--- src/hdl/vdma_pkg.sv ---
/* shared widths, types and the burst request record of the video write DMA;
   imported by every RTL module and by the bound checker */
package vdma_pkg;

    // native video side
    localparam int PIX_W = 24;
    // a pixel is zero-extended into one lane
    localparam int LANE_W = 32;
    localparam int PIX_PER_BEAT = 2;

    // AXI data beat, two lanes wide
    localparam int AXI_DATA_W = LANE_W * PIX_PER_BEAT;
    localparam int BEAT_BYTES = AXI_DATA_W / 8;
    localparam int ADDR_W = 32;

    typedef logic [PIX_W-1:0] pixel_t;
    // first pixel of a pair sits in the low lane
    typedef logic [AXI_DATA_W-1:0] beat_t;
    // byte address on the AXI side
    typedef logic [ADDR_W-1:0] addr_t;
    // pixels per line
    typedef logic [15:0] hsize_t;
    // line lengths, fifo levels and burst lengths in beats
    typedef logic [15:0] beat_cnt_t;

    // one burst as handed from planner to writer
    typedef struct packed {
        addr_t     addr;
        // 1 .. BURST_BEATS
        beat_cnt_t beats;
    } burst_req_t;

    // writer FSM, one burst in flight
    typedef enum logic [1:0] {
        IDLE,
        ADDR,
        DATA,
        RESP
    } writer_state_t;

endpackage

--- src/hdl/axi_burst_writer.sv ---
/* AXI write master FSM; takes one planner request at a time, issues AW, streams
   the beats from the FIFO head on W and waits for B before the next one */
module axi_burst_writer #(
    parameter int BURST_BEATS = 8
) (
    input  logic                 clock,
    input  logic                 arst_n,
    input  logic                 req_valid,
    input  vdma_pkg::burst_req_t req,
    output logic                 req_done,
    input  vdma_pkg::beat_t      fifo_head,
    output logic                 fifo_rd,
    output vdma_pkg::addr_t      awaddr,
    output logic [7:0]           awlen,
    output logic                 awvalid,
    input  logic                 awready,
    output vdma_pkg::beat_t      wdata,
    output logic                 wlast,
    output logic                 wvalid,
    input  logic                 wready,
    input  logic                 bvalid,
    output logic                 bready
);
    import vdma_pkg::*;

    // counts 0 .. BURST_BEATS-1
    localparam int CNT_W = $clog2(BURST_BEATS + 1);

    writer_state_t    state;
    logic [CNT_W-1:0] beat_cnt;

    // channel valids straight from the state
    assign awvalid = (state == ADDR);
    assign wvalid  = (state == DATA);
    assign bready  = (state == RESP);

    // last beat once the counter reaches awlen
    assign wlast = wvalid && (8'(beat_cnt) == awlen);

    // fifo head goes out unregistered, pop on each accepted beat
    assign wdata   = fifo_head;
    assign fifo_rd = wvalid && wready;

    // burst closed by the write response
    assign req_done = bready && bvalid;

    always_ff @(posedge clock or negedge arst_n) begin
        if (!arst_n) begin
            state    <= IDLE;
            beat_cnt <= '0;
        end else begin
            case (state)
                IDLE: begin
                    if (req_valid) begin
                        state <= ADDR;
                    end
                end
                ADDR: begin
                    if (awready) begin
                        state    <= DATA;
                        beat_cnt <= '0;
                    end
                end
                DATA: begin
                    if (wready) begin
                        if (wlast) begin
                            state <= RESP;
                        end else begin
                            beat_cnt <= beat_cnt + 1'b1;
                        end
                    end
                end
                RESP: begin
                    // response code is not checked
                    if (bvalid) begin
                        state <= IDLE;
                    end
                end
                default: state <= IDLE;
            endcase
        end
    end

    // address phase payload, taken as the request is accepted
    always_ff @(posedge clock) begin
        if (state == IDLE && req_valid) begin
            awaddr <= req.addr;
            awlen  <= 8'(req.beats - 1'b1);
        end
    end

endmodule

--- src/hdl/beat_fifo.sv ---
/* single clock first-word-fall-through FIFO of AXI beats; the head is always
   on rd_data and level gives the occupancy for the burst planner */
module beat_fifo #(
    parameter int FIFO_DEPTH = 64
) (
    input  logic                clock,
    input  logic                arst_n,
    input  logic                wr,
    input  vdma_pkg::beat_t     wr_data,
    input  logic                rd,
    output vdma_pkg::beat_t     rd_data,
    output vdma_pkg::beat_cnt_t level
);
    import vdma_pkg::*;

    // depth is a power of two, pointers wrap on their own
    localparam int PTR_W = $clog2(FIFO_DEPTH);

    beat_t            mem [FIFO_DEPTH];
    logic [PTR_W-1:0] wr_ptr;
    logic [PTR_W-1:0] rd_ptr;
    logic             do_wr;
    logic             do_rd;

    // drop writes when full, ignore reads when empty
    assign do_wr = wr && (level != beat_cnt_t'(FIFO_DEPTH));
    assign do_rd = rd && (level != '0);

    // oldest entry falls through
    assign rd_data = mem[rd_ptr];

    always_ff @(posedge clock or negedge arst_n) begin
        if (!arst_n) begin
            wr_ptr <= '0;
            rd_ptr <= '0;
            level  <= '0;
        end else begin
            if (do_wr) begin
                wr_ptr <= wr_ptr + 1'b1;
            end
            if (do_rd) begin
                rd_ptr <= rd_ptr + 1'b1;
            end
            // read and write together leave the level as is
            case ({do_wr, do_rd})
                2'b10:   level <= level + 1'b1;
                2'b01:   level <= level - 1'b1;
                default: level <= level;
            endcase
        end
    end

    // storage
    always_ff @(posedge clock) begin
        if (do_wr) begin
            mem[wr_ptr] <= wr_data;
        end
    end

endmodule

--- src/hdl/burst_planner.sv ---
/* follows frame and line progress, sizes each write burst against the FIFO
   level and computes its AXI address; one request is open at a time */
module burst_planner #(
    parameter int BURST_BEATS = 8,
    parameter int LINE_STRIDE = 4096
) (
    input  logic                 clock,
    input  logic                 arst_n,
    input  logic                 vsync,
    input  vdma_pkg::addr_t      baseaddr,
    input  vdma_pkg::hsize_t     hactive,
    input  vdma_pkg::beat_cnt_t  fifo_level,
    output logic                 req_valid,
    output vdma_pkg::burst_req_t req,
    input  logic                 req_done
);
    import vdma_pkg::*;

    // beats per line, latched at vsync
    beat_cnt_t line_beats;
    // beats of the current line not yet requested
    beat_cnt_t remaining;
    addr_t     line_addr;
    addr_t     next_addr;
    beat_cnt_t frame_beats;
    beat_cnt_t burst_beats;
    logic      line_end;
    logic      can_req;
    addr_t     next_line;
    addr_t     burst_bytes;

    // hactive / 2 rounded up
    assign frame_beats = beat_cnt_t'((32'(hactive) + PIX_PER_BEAT - 1) / PIX_PER_BEAT);

    // full burst or the line tail
    assign burst_beats = (remaining < beat_cnt_t'(BURST_BEATS)) ?
                         remaining : beat_cnt_t'(BURST_BEATS);

    // fifo must already hold the whole burst
    assign can_req = !req_valid && (remaining != '0) && (fifo_level >= burst_beats);

    // current burst closes the line
    assign line_end = (remaining == req.beats);
    assign next_line = line_addr + addr_t'(LINE_STRIDE);
    assign burst_bytes = addr_t'(req.beats) * addr_t'(BEAT_BYTES);

    always_ff @(posedge clock or negedge arst_n) begin
        if (!arst_n) begin
            line_beats <= '0;
            remaining  <= '0;
            line_addr  <= '0;
            next_addr  <= '0;
            req_valid  <= 1'b0;
        end else if (vsync) begin
            // frame restart from the new base and width
            line_beats <= frame_beats;
            remaining  <= frame_beats;
            line_addr  <= baseaddr;
            next_addr  <= baseaddr;
            req_valid  <= 1'b0;
        end else if (req_done) begin
            req_valid <= 1'b0;
            if (line_end) begin
                // next line one stride up
                line_addr <= next_line;
                next_addr <= next_line;
                remaining <= line_beats;
            end else begin
                next_addr <= next_addr + burst_bytes;
                remaining <= remaining - req.beats;
            end
        end else if (can_req) begin
            req_valid <= 1'b1;
        end
    end

    // request payload follows the planner until it is raised,
    // then holds until req_done
    always_ff @(posedge clock) begin
        if (!req_valid) begin
            req.addr  <= next_addr;
            req.beats <= burst_beats;
        end
    end

endmodule

--- src/hdl/pixel_packer.sv ---
/* widens native video pixels to 32-bit lanes and packs two per 64-bit beat;
   an odd pixel left at the end of a line goes out with a zero upper lane */
module pixel_packer (
    input  logic             clock,
    input  logic             arst_n,
    input  logic             vsync,
    input  logic             de,
    input  vdma_pkg::pixel_t pixel,
    output logic             beat_wr,
    output vdma_pkg::beat_t  beat
);
    import vdma_pkg::*;

    // low lane waiting for its partner
    logic [LANE_W-1:0] lane_lo;
    logic [LANE_W-1:0] lane_in;
    // low lane holds a valid pixel
    logic              pending;
    logic              pair_done;
    logic              flush;

    // zero-extend into the lane
    assign lane_in = LANE_W'(pixel);

    // second pixel of a pair
    assign pair_done = de && pending && !vsync;
    // de dropped with half a beat held
    assign flush = !de && pending && !vsync;

    always_ff @(posedge clock or negedge arst_n) begin
        if (!arst_n) begin
            pending <= 1'b0;
            beat_wr <= 1'b0;
        end else begin
            // strobe lags the completing pixel by one cycle
            beat_wr <= pair_done || flush;
            if (vsync) begin
                // new frame never inherits half a beat
                pending <= 1'b0;
            end else if (de) begin
                pending <= !pending;
            end else begin
                pending <= 1'b0;
            end
        end
    end

    // beat payload
    always_ff @(posedge clock) begin
        if (de && !pending) begin
            lane_lo <= lane_in;
        end
        if (pair_done) begin
            // first pixel low, second high
            beat <= {lane_in, lane_lo};
        end else if (flush) begin
            // odd line end, pad upper lane
            beat <= {{LANE_W{1'b0}}, lane_lo};
        end
    end

endmodule

--- src/hdl/vdma_write_top.sv ---
/* write channel of the video DMA; the packer and FIFO form the data path, the
   planner the request path, and the AXI writer joins both */
module vdma_write_top #(
    parameter int BURST_BEATS = 8,
    parameter int LINE_STRIDE = 4096,
    parameter int FIFO_DEPTH  = 64
) (
    input  logic             clock,
    input  logic             arst_n,
    // native video
    input  logic             vsync,
    input  logic             de,
    input  vdma_pkg::pixel_t pixel,
    // frame setup, sampled at vsync
    input  vdma_pkg::addr_t  baseaddr,
    input  vdma_pkg::hsize_t hactive,
    // AXI write address
    output vdma_pkg::addr_t  awaddr,
    output logic [7:0]       awlen,
    output logic             awvalid,
    input  logic             awready,
    // AXI write data
    output vdma_pkg::beat_t  wdata,
    output logic             wlast,
    output logic             wvalid,
    input  logic             wready,
    // AXI write response
    input  logic             bvalid,
    output logic             bready
);
    import vdma_pkg::*;

    logic       beat_wr;
    beat_t      beat;
    beat_cnt_t  fifo_level;
    beat_t      fifo_head;
    logic       fifo_rd;
    logic       req_valid;
    burst_req_t req;
    logic       req_done;

    // data path
    pixel_packer u_pixel_packer (
        .clock   (clock),
        .arst_n  (arst_n),
        .vsync   (vsync),
        .de      (de),
        .pixel   (pixel),
        .beat_wr (beat_wr),
        .beat    (beat)
    );

    beat_fifo #(
        .FIFO_DEPTH (FIFO_DEPTH)
    ) u_beat_fifo (
        .clock   (clock),
        .arst_n  (arst_n),
        .wr      (beat_wr),
        .wr_data (beat),
        .rd      (fifo_rd),
        .rd_data (fifo_head),
        .level   (fifo_level)
    );

    // request path
    burst_planner #(
        .BURST_BEATS (BURST_BEATS),
        .LINE_STRIDE (LINE_STRIDE)
    ) u_burst_planner (
        .clock      (clock),
        .arst_n     (arst_n),
        .vsync      (vsync),
        .baseaddr   (baseaddr),
        .hactive    (hactive),
        .fifo_level (fifo_level),
        .req_valid  (req_valid),
        .req        (req),
        .req_done   (req_done)
    );

    // AXI master
    axi_burst_writer #(
        .BURST_BEATS (BURST_BEATS)
    ) u_axi_burst_writer (
        .clock     (clock),
        .arst_n    (arst_n),
        .req_valid (req_valid),
        .req       (req),
        .req_done  (req_done),
        .fifo_head (fifo_head),
        .fifo_rd   (fifo_rd),
        .awaddr    (awaddr),
        .awlen     (awlen),
        .awvalid   (awvalid),
        .awready   (awready),
        .wdata     (wdata),
        .wlast     (wlast),
        .wvalid    (wvalid),
        .wready    (wready),
        .bvalid    (bvalid),
        .bready    (bready)
    );

endmodule

--- config.mk ---
export PLATFORM = sky130hd
export DESIGN_NAME = vdma_write_top
export DESIGN_NICKNAME = d
export VERILOG_FILES = /design/src/hdl/vdma_pkg.sv /design/src/hdl/axi_burst_writer.sv /design/src/hdl/beat_fifo.sv /design/src/hdl/burst_planner.sv /design/src/hdl/pixel_packer.sv /design/src/hdl/vdma_write_top.sv
export SDC_FILE = /design/constraint.sdc
export NUM_CORES = 2
export LEC_CHECK = 0
export ABC_CLOCK_PERIOD_IN_PS = 5900
export BUFFER_PORTS_ARGS = -buffer_cell sky130_fd_sc_hd__buf_4
export CAP_MARGIN = 10
export CORE_MARGIN = 2
export CORE_UTILIZATION = 29
export CTS_BUF_LIST = sky130_fd_sc_hd__clkbuf_16
export DETAILED_ROUTE_END_ITERATION = 12
export GPL_TIMING_DRIVEN = 0
export MAX_ROUTING_LAYER = met4
export PLACE_DENSITY = 0.39
export RECOVER_POWER = 25
export SLEW_MARGIN = 15
export SYNTH_ARGS = -nofsm -noshare
export SYNTH_HDL_FRONTEND = slang
export SYNTH_SLANG_ARGS = --single-unit
--- constraint.sdc ---
create_clock -name clock -period 5.9 [get_ports clock]
set_input_delay 0.885 -clock clock [delete_from_list [all_inputs] [get_ports clock]]
set_output_delay 0.885 -clock clock [all_outputs]
set_load 0.02 [all_outputs]
* Yosys cells after proc, flatten, opt, wreduce, memory -nomap -nowiden
Memory sizes are Yosys's and may differ from the RTL's.
Cells that the tools add are included.
Widths: inputs -> output; s select.
** Word-level totals
- Logic and storage cells :: 106
- Flip-flop bits (word level) :: 293
- Output and inout port bits :: 108
- Memories kept :: 1
- Bits of input ports :: 79
- Bits in writable memories :: 3072
** Operators by class
- $add $sub $neg :: 11
- Mux-type cells :: 30
- $lt $le $gt $ge :: 2
- Equality and inequality tests :: 14
- Reduce and logical (&&, ||, !) cells :: 30
** Memories
- u_beat_fifo.mem :: depth 64, width 48, rd ports 1, clocked after memory_dff 0, wr ports 1, RTL line beat_fifo.sv:19 : beat_t mem [FIFO_DEPTH];
** Operators with widths (number)
- $mux 32 :: 6
- $mux 56 :: 2
- $mux 16 :: 4
- $add 32x13->32 const B :: 1
- $add 32x19->32 :: 1
- $pmux 16 s2 :: 1
- $reduce_bool 16->1 :: 2
- $add 16x2->17 const B :: 1
- $sub 17x1->17 const B :: 1
- $add 16x1->16 const B :: 1
- $eq 16x16->1 :: 1
- $ge 16x16->1 :: 1
- $lt 16x4->1 const B :: 1
- $ne 16x7->1 const B :: 1
- $sub 16x1->16 const B :: 1
- $sub 16x16->16 :: 1
- $logic_and 1x1->1 :: 13
- $add 6x1->6 const B :: 2
- $mux 4 :: 3
- $mux 2 :: 5
- $ne 2x2->1 const B :: 5
- $reduce_bool 2->1 :: 5
- $eq 4x8->1 :: 1
- $pmux 2 s4 :: 1
- 14 further kinds :: 26

* Logic depth before layout (Yosys ltp)
- Word-level depth :: 7
- Depth in mapped cells :: 14
- Mapped depth without buffers :: 14

* Cells and area by module
Synthesis repeated with hierarchy kept, for this count alone.
** Unflattened totals
- Cells, all modules :: 7889
- Area total of the unflattened synthesis :: 171299.3 um2
** Modules (own cells, without submodules)
- beat_fifo :: seq. area each 123698.6 um2, instances 1, area an instance 157589.9 um2, cells each 6678
- burst_planner :: seq. area each 3868.7 um2, instances 1, area an instance 8705.8 um2, cells each 911
- pixel_packer :: seq. area each 2212.1 um2, instances 1, area an instance 2646.3 um2, cells each 124
- axi_burst_writer :: seq. area each 1351.3 um2, instances 1, area an instance 2357.3 um2, cells each 176

* Least setup slack after synthesis
No wires, ideal clock.
- Path kind :: register -> register
- Start :: register u_beat_fifo.level[7]
- End :: memory u_beat_fifo.mem[63][0] (netlist bit), enable pin
- Buffers on the path :: 2
- Path slack :: 2089 ps
- Stages on the path, launching flop included :: 10
- Setup time :: 454 ps
- Data arrival time :: 3357 ps
- Data required time :: 5446 ps
- Period minus slack after synthesis :: 3811 ps
- Cells stage by stage :: dfrtp_1 > nor4_1 > nand4_1 > o21ai_1 > inv_1 > and2_1 > clkbuf_1 > nand3_1 > buf_2 > nor2_1
** Between the ends
- Word-level cells in the longest chain between the ends :: 4
** Ends and longest elaborated chain
- from (decl) :: RTL line beat_fifo.sv:12 : output vdma_pkg::beat_cnt_t level
- from (signal assigned) :: RTL line beat_fifo.sv:46 : 2'b10: level <= level + 1'b1;
- from (signal assigned) :: RTL line beat_fifo.sv:47 : 2'b01: level <= level - 1'b1;
- from (signal assigned) :: RTL line beat_fifo.sv:48 : default: level <= level;
- $ne 16x7->1 :: RTL line beat_fifo.sv:26 : assign do_wr = wr && (level != beat_cnt_t'(FIFO_DEPTH));
- $logic_and 1x1->1 :: RTL line beat_fifo.sv:26
- $mux 1 :: RTL line beat_fifo.sv:55 : if (do_wr) begin
- $mux 1 (implied by the code) :: RTL line beat_fifo.sv:56 : mem[wr_ptr] <= wr_data;
- to (decl) :: RTL line beat_fifo.sv:19
Every way passes these cells.

* Worst setup path after layout
- Start :: register u_beat_fifo.rd_ptr[3]
- End :: output wdata[52]
** Between the ends
- Word-level cells in the longest chain between the ends :: 1
** Ends and longest elaborated chain
- from (decl) :: RTL line beat_fifo.sv:21 : logic [PTR_W-1:0] rd_ptr;
- from (signal assigned) :: RTL line beat_fifo.sv:42 : rd_ptr <= rd_ptr + 1'b1;
- $mem_v2 64x48
- to (decl) :: RTL line vdma_write_top.sv:23 : output vdma_pkg::beat_t wdata,
Every way passes these cells.

==> flow_summary_export.csv <==
group,metric,value,unit
timing,rsz0062_at_grt,"false",
timing,relSlewSlack,-181,%
setup_path,worstPathRequired,5.02,ns
cells_and_area,layout.nets,7315,
clocking,cts-buffers-inserted,385,
power_and_ir_drop,power_leakage,51.4,nW
logic_synthesis,ys.warnings.count,0,
timing,period_minus_slack,5.89,ns
setup_path,worstSetupEndpointType,"output pin",
timing,fin_ws,0.00913,ns
floorplanning,rows,247,
logic_synthesis,synth-async-reset-ratio,3.95,%
cells_and_area,stdcell_count,13500,
power_and_ir_drop,power,73.5,mW
floorplanning,num_io_pins,187,
timing,max_freq,170,MHz
timing,setup_viol,0,
logic_synthesis,synthDistinctLibCells,70,
drt,ant_nets,0,
logic_synthesis,synth_seq_cells,3365,
grt,grt_usage,20.3,%
cells_and_area,syn2layout_area_growth,21.7,%
clocking,cts_num_sinks,3365,
setup_path,crit_path_start,"u_beat_fifo.rd_ptr[3]",
drt,drt_pre_antenna_iters,6,
place,gp_congestion,0.816,
place,dpl_worst_slack,-0.310,ns
clocking,cts_tree,"yes",
timing,hold_viol_final,0,
timing,clock-skew-final,0.0880,ns
logic_synthesis,synth_edf_count,3232,
logic_synthesis,syn_area,0.132,mm²
cells_and_area,drive_gt1_share,29.2,%
grt,grt_overflow_total,0,
grt,antenna_found_initial,39,
logic_synthesis,syn-instance-count,6221,
logic_synthesis,synthTopCellsByArea,"edfxtp_1 74%, mux4_2 14%, dfrtp_1 2.5%",
setup_path,arrival,5.01,ns
place,dp_cells,12800,
setup_path,ff2ff_setup_slack,0.79,ns
run_status,violations,"capacitance limit, slew limit",
grt,grt_max_degree,69,
logic_synthesis,synth_top_area_cell,"edfxtp_1",
drt,vias,68500,
clocking,clk_pin_slew,0.06,ns
cells_and_area,utilization,35.5,%
drt,drt_iter0_drc,7125,
clocking,insertion_delay,0.99,ns
run_status,status,"complete, but fails checks",
setup_path,path_max_fanout,10,
clocking,htree_levels,5,
place,port_buffers,169,
logic_synthesis,ys.flop_type,"edfxtp_1",
setup_path,r2r-start,"u_beat_fifo.level[7]",
floorplanning,core-area,0.453,mm²
min_path,holdCritStartpoint,"baseaddr[12]",
floorplanning,die_width,679,µm
floorplanning,die_area,0.461,mm²
logic_synthesis,yosysMostFrequentCell,"edfxtp_1",
timing,maxSlewViolCount,68,
drt,wirelength,460,mm
power_and_ir_drop,p_per_area,457,mW/mm²
timing,tightest_slew,4.22,ns
flow_run,cap_violations,1,
floorplanning,start_util,29.1,%
timing,hold_slack,0.159,ns
logic_synthesis,ys_seq_area_share,76.0,%
clocking,clk_path_buf_depth,4,
clocking,post_cts_buffers,0,
drt,vias_per_cell,5.09,
timing,min_period_over_period,99.8,%
clocking,root_buffer,"clkbuf_16",
floorplanning,die-height,679,µm
logic_synthesis,avgSynthCellArea,21.2,µm²
grt,grt_pass1_wl,621,mm
min_path,hold_path.class,"primary input to register",
setup_path,path_class,"register to output pin",
power_and_ir_drop,peakVddDrop,0.264,mV
place,hpwl,328,mm
grt,grt_pass1_vias,70300,
drt,detail_route.wl_per_cell,34.1,µm
setup_path,startpoint_type,"register",
drt,drc_errors,0,
logic_synthesis,synth_commonest_cells,"3232 x edfxtp_1, 846 x mux4_2, 176 x nor2_1",
logic_synthesis,synth_top_area_share,73.5,%
==> what timing repair did <==
action | in CTS | in global routing
endpoints found under the hold margin | 67 | 0
setup endpoints to repair | 48 | 18
hold buffers | 1 | 0
gates cloned | 0 | 0
gates resized for setup | 205 | 20
pin swaps | 0 | 0
==> report_power, final <==
group | internal [mW] | total (mW) | switching (mW)
Combinational | 8.77 | 23.4 | 14.6
Sequential | 26.5 | 26.9 | 0.349
Clock | 13.3 | 23.1 | 9.87
==> state kept, by name (all words and copies together), names as in the netlist, 2 cells and up <==
signal,flops
u_pixel_packer.beat,48
u_axi_burst_writer.beat_cnt,4
u_axi_burst_writer.state,2
u_burst_planner.req,48
u_pixel_packer.lane_lo,24
u_burst_planner.line_addr,32
u_beat_fifo.rd_ptr,6
u_beat_fifo.mem,3072
u_burst_planner.remaining,16
u_beat_fifo.level,16
u_beat_fifo.wr_ptr,6
u_axi_burst_writer.awaddr,32
u_burst_planner.next_addr,32
u_burst_planner.line_beats,16
u_axi_burst_writer.awlen,8
==> path summary, 6_finish.rpt <==
kind	to	cells past startpoint
worst max register to register	u_beat_fifo.level[14]	13
worst min-delay path	u_burst_planner.next_addr[12]	2
worst min register to register	u_axi_burst_writer.awaddr[7]	0
worst max-delay path	wdata[52]	9
max in group asynchronous	u_burst_planner.req_valid	2
min in group asynchronous	u_burst_planner.line_addr[1]	2
==> per-stage QoR <==
stage	TNS [ns]	cell area, µm²
after global placement	-7344.81	141000
final	0	161000
after detailed placement	-1.79	149000
after CTS	-0.0162	162000
after global routing	0	161000
after floorplan	0	132000
==> layout make-up <==
class                   count  area [µm²]
clock inverters           313        2280
diodes                     23        57.6
repair buffers            520        7700
well taps                5976        7480
clock buffers             392        9810
fillers                 42100      292000
inverters                  69         259
plain buffers             341        2000
multi-input cells        2478       30700
flip-flops and latches   3365      100000
==> critical path: stages, from the launching register on <==
cell	delay [ns]
dfrtp_1	0.32
clkbuf_2	0.51
buf_2	0.47
buf_12	0.24
clkbuf_2	0.39
clkbuf_1	0.95
a21oi_1	0.25
a21oi_1	0.22
o21ai_1	0.28
buf_4	0.31
==> metal layers <==
| layer | global-route usage, % | up-vias | part of all wire, % |
|---|---|---|---|
| met3 | 2.91 | 537 | 5.5 |
| met1 | 27.2 | 37800 | 43 |
| li1 | - | 28000 | - |
| met5 | - | - | 0 |
| met4 | 4.36 | 0 | 2.4 |
| met2 | 32.8 | 2203 | 49 |
==> logic make-up after synthesis <==
group,count (synthesis),synth area share (%)
buf+inv,416,1.46
fa+ha+maj,76,0.737
flops,3365,76.0
simple gates,601,2.25
compound gates,656,3.19
xor+xnor,83,0.551
other cells,2,0.00569
mux,1022,15.8
==> cells in the final DEF, fill, tap and decap left out, types with 141 or more instances in the layout <==
cell / netlist / final
inv_1: 69 / 155
buf_12: 0 / 141
buf_4: 29 / 213
clkbuf_1: 160 / 171
edfxtp_1: 3232 / 3232
a211oi_1: 147 / 141
a21oi_1: 173 / 157
mux2i_1: 173 / 165
mux4_2: 846 / 846
clkbuf_16: 0 / 392
Note: power is estimated with default switching activity, not from simulation.
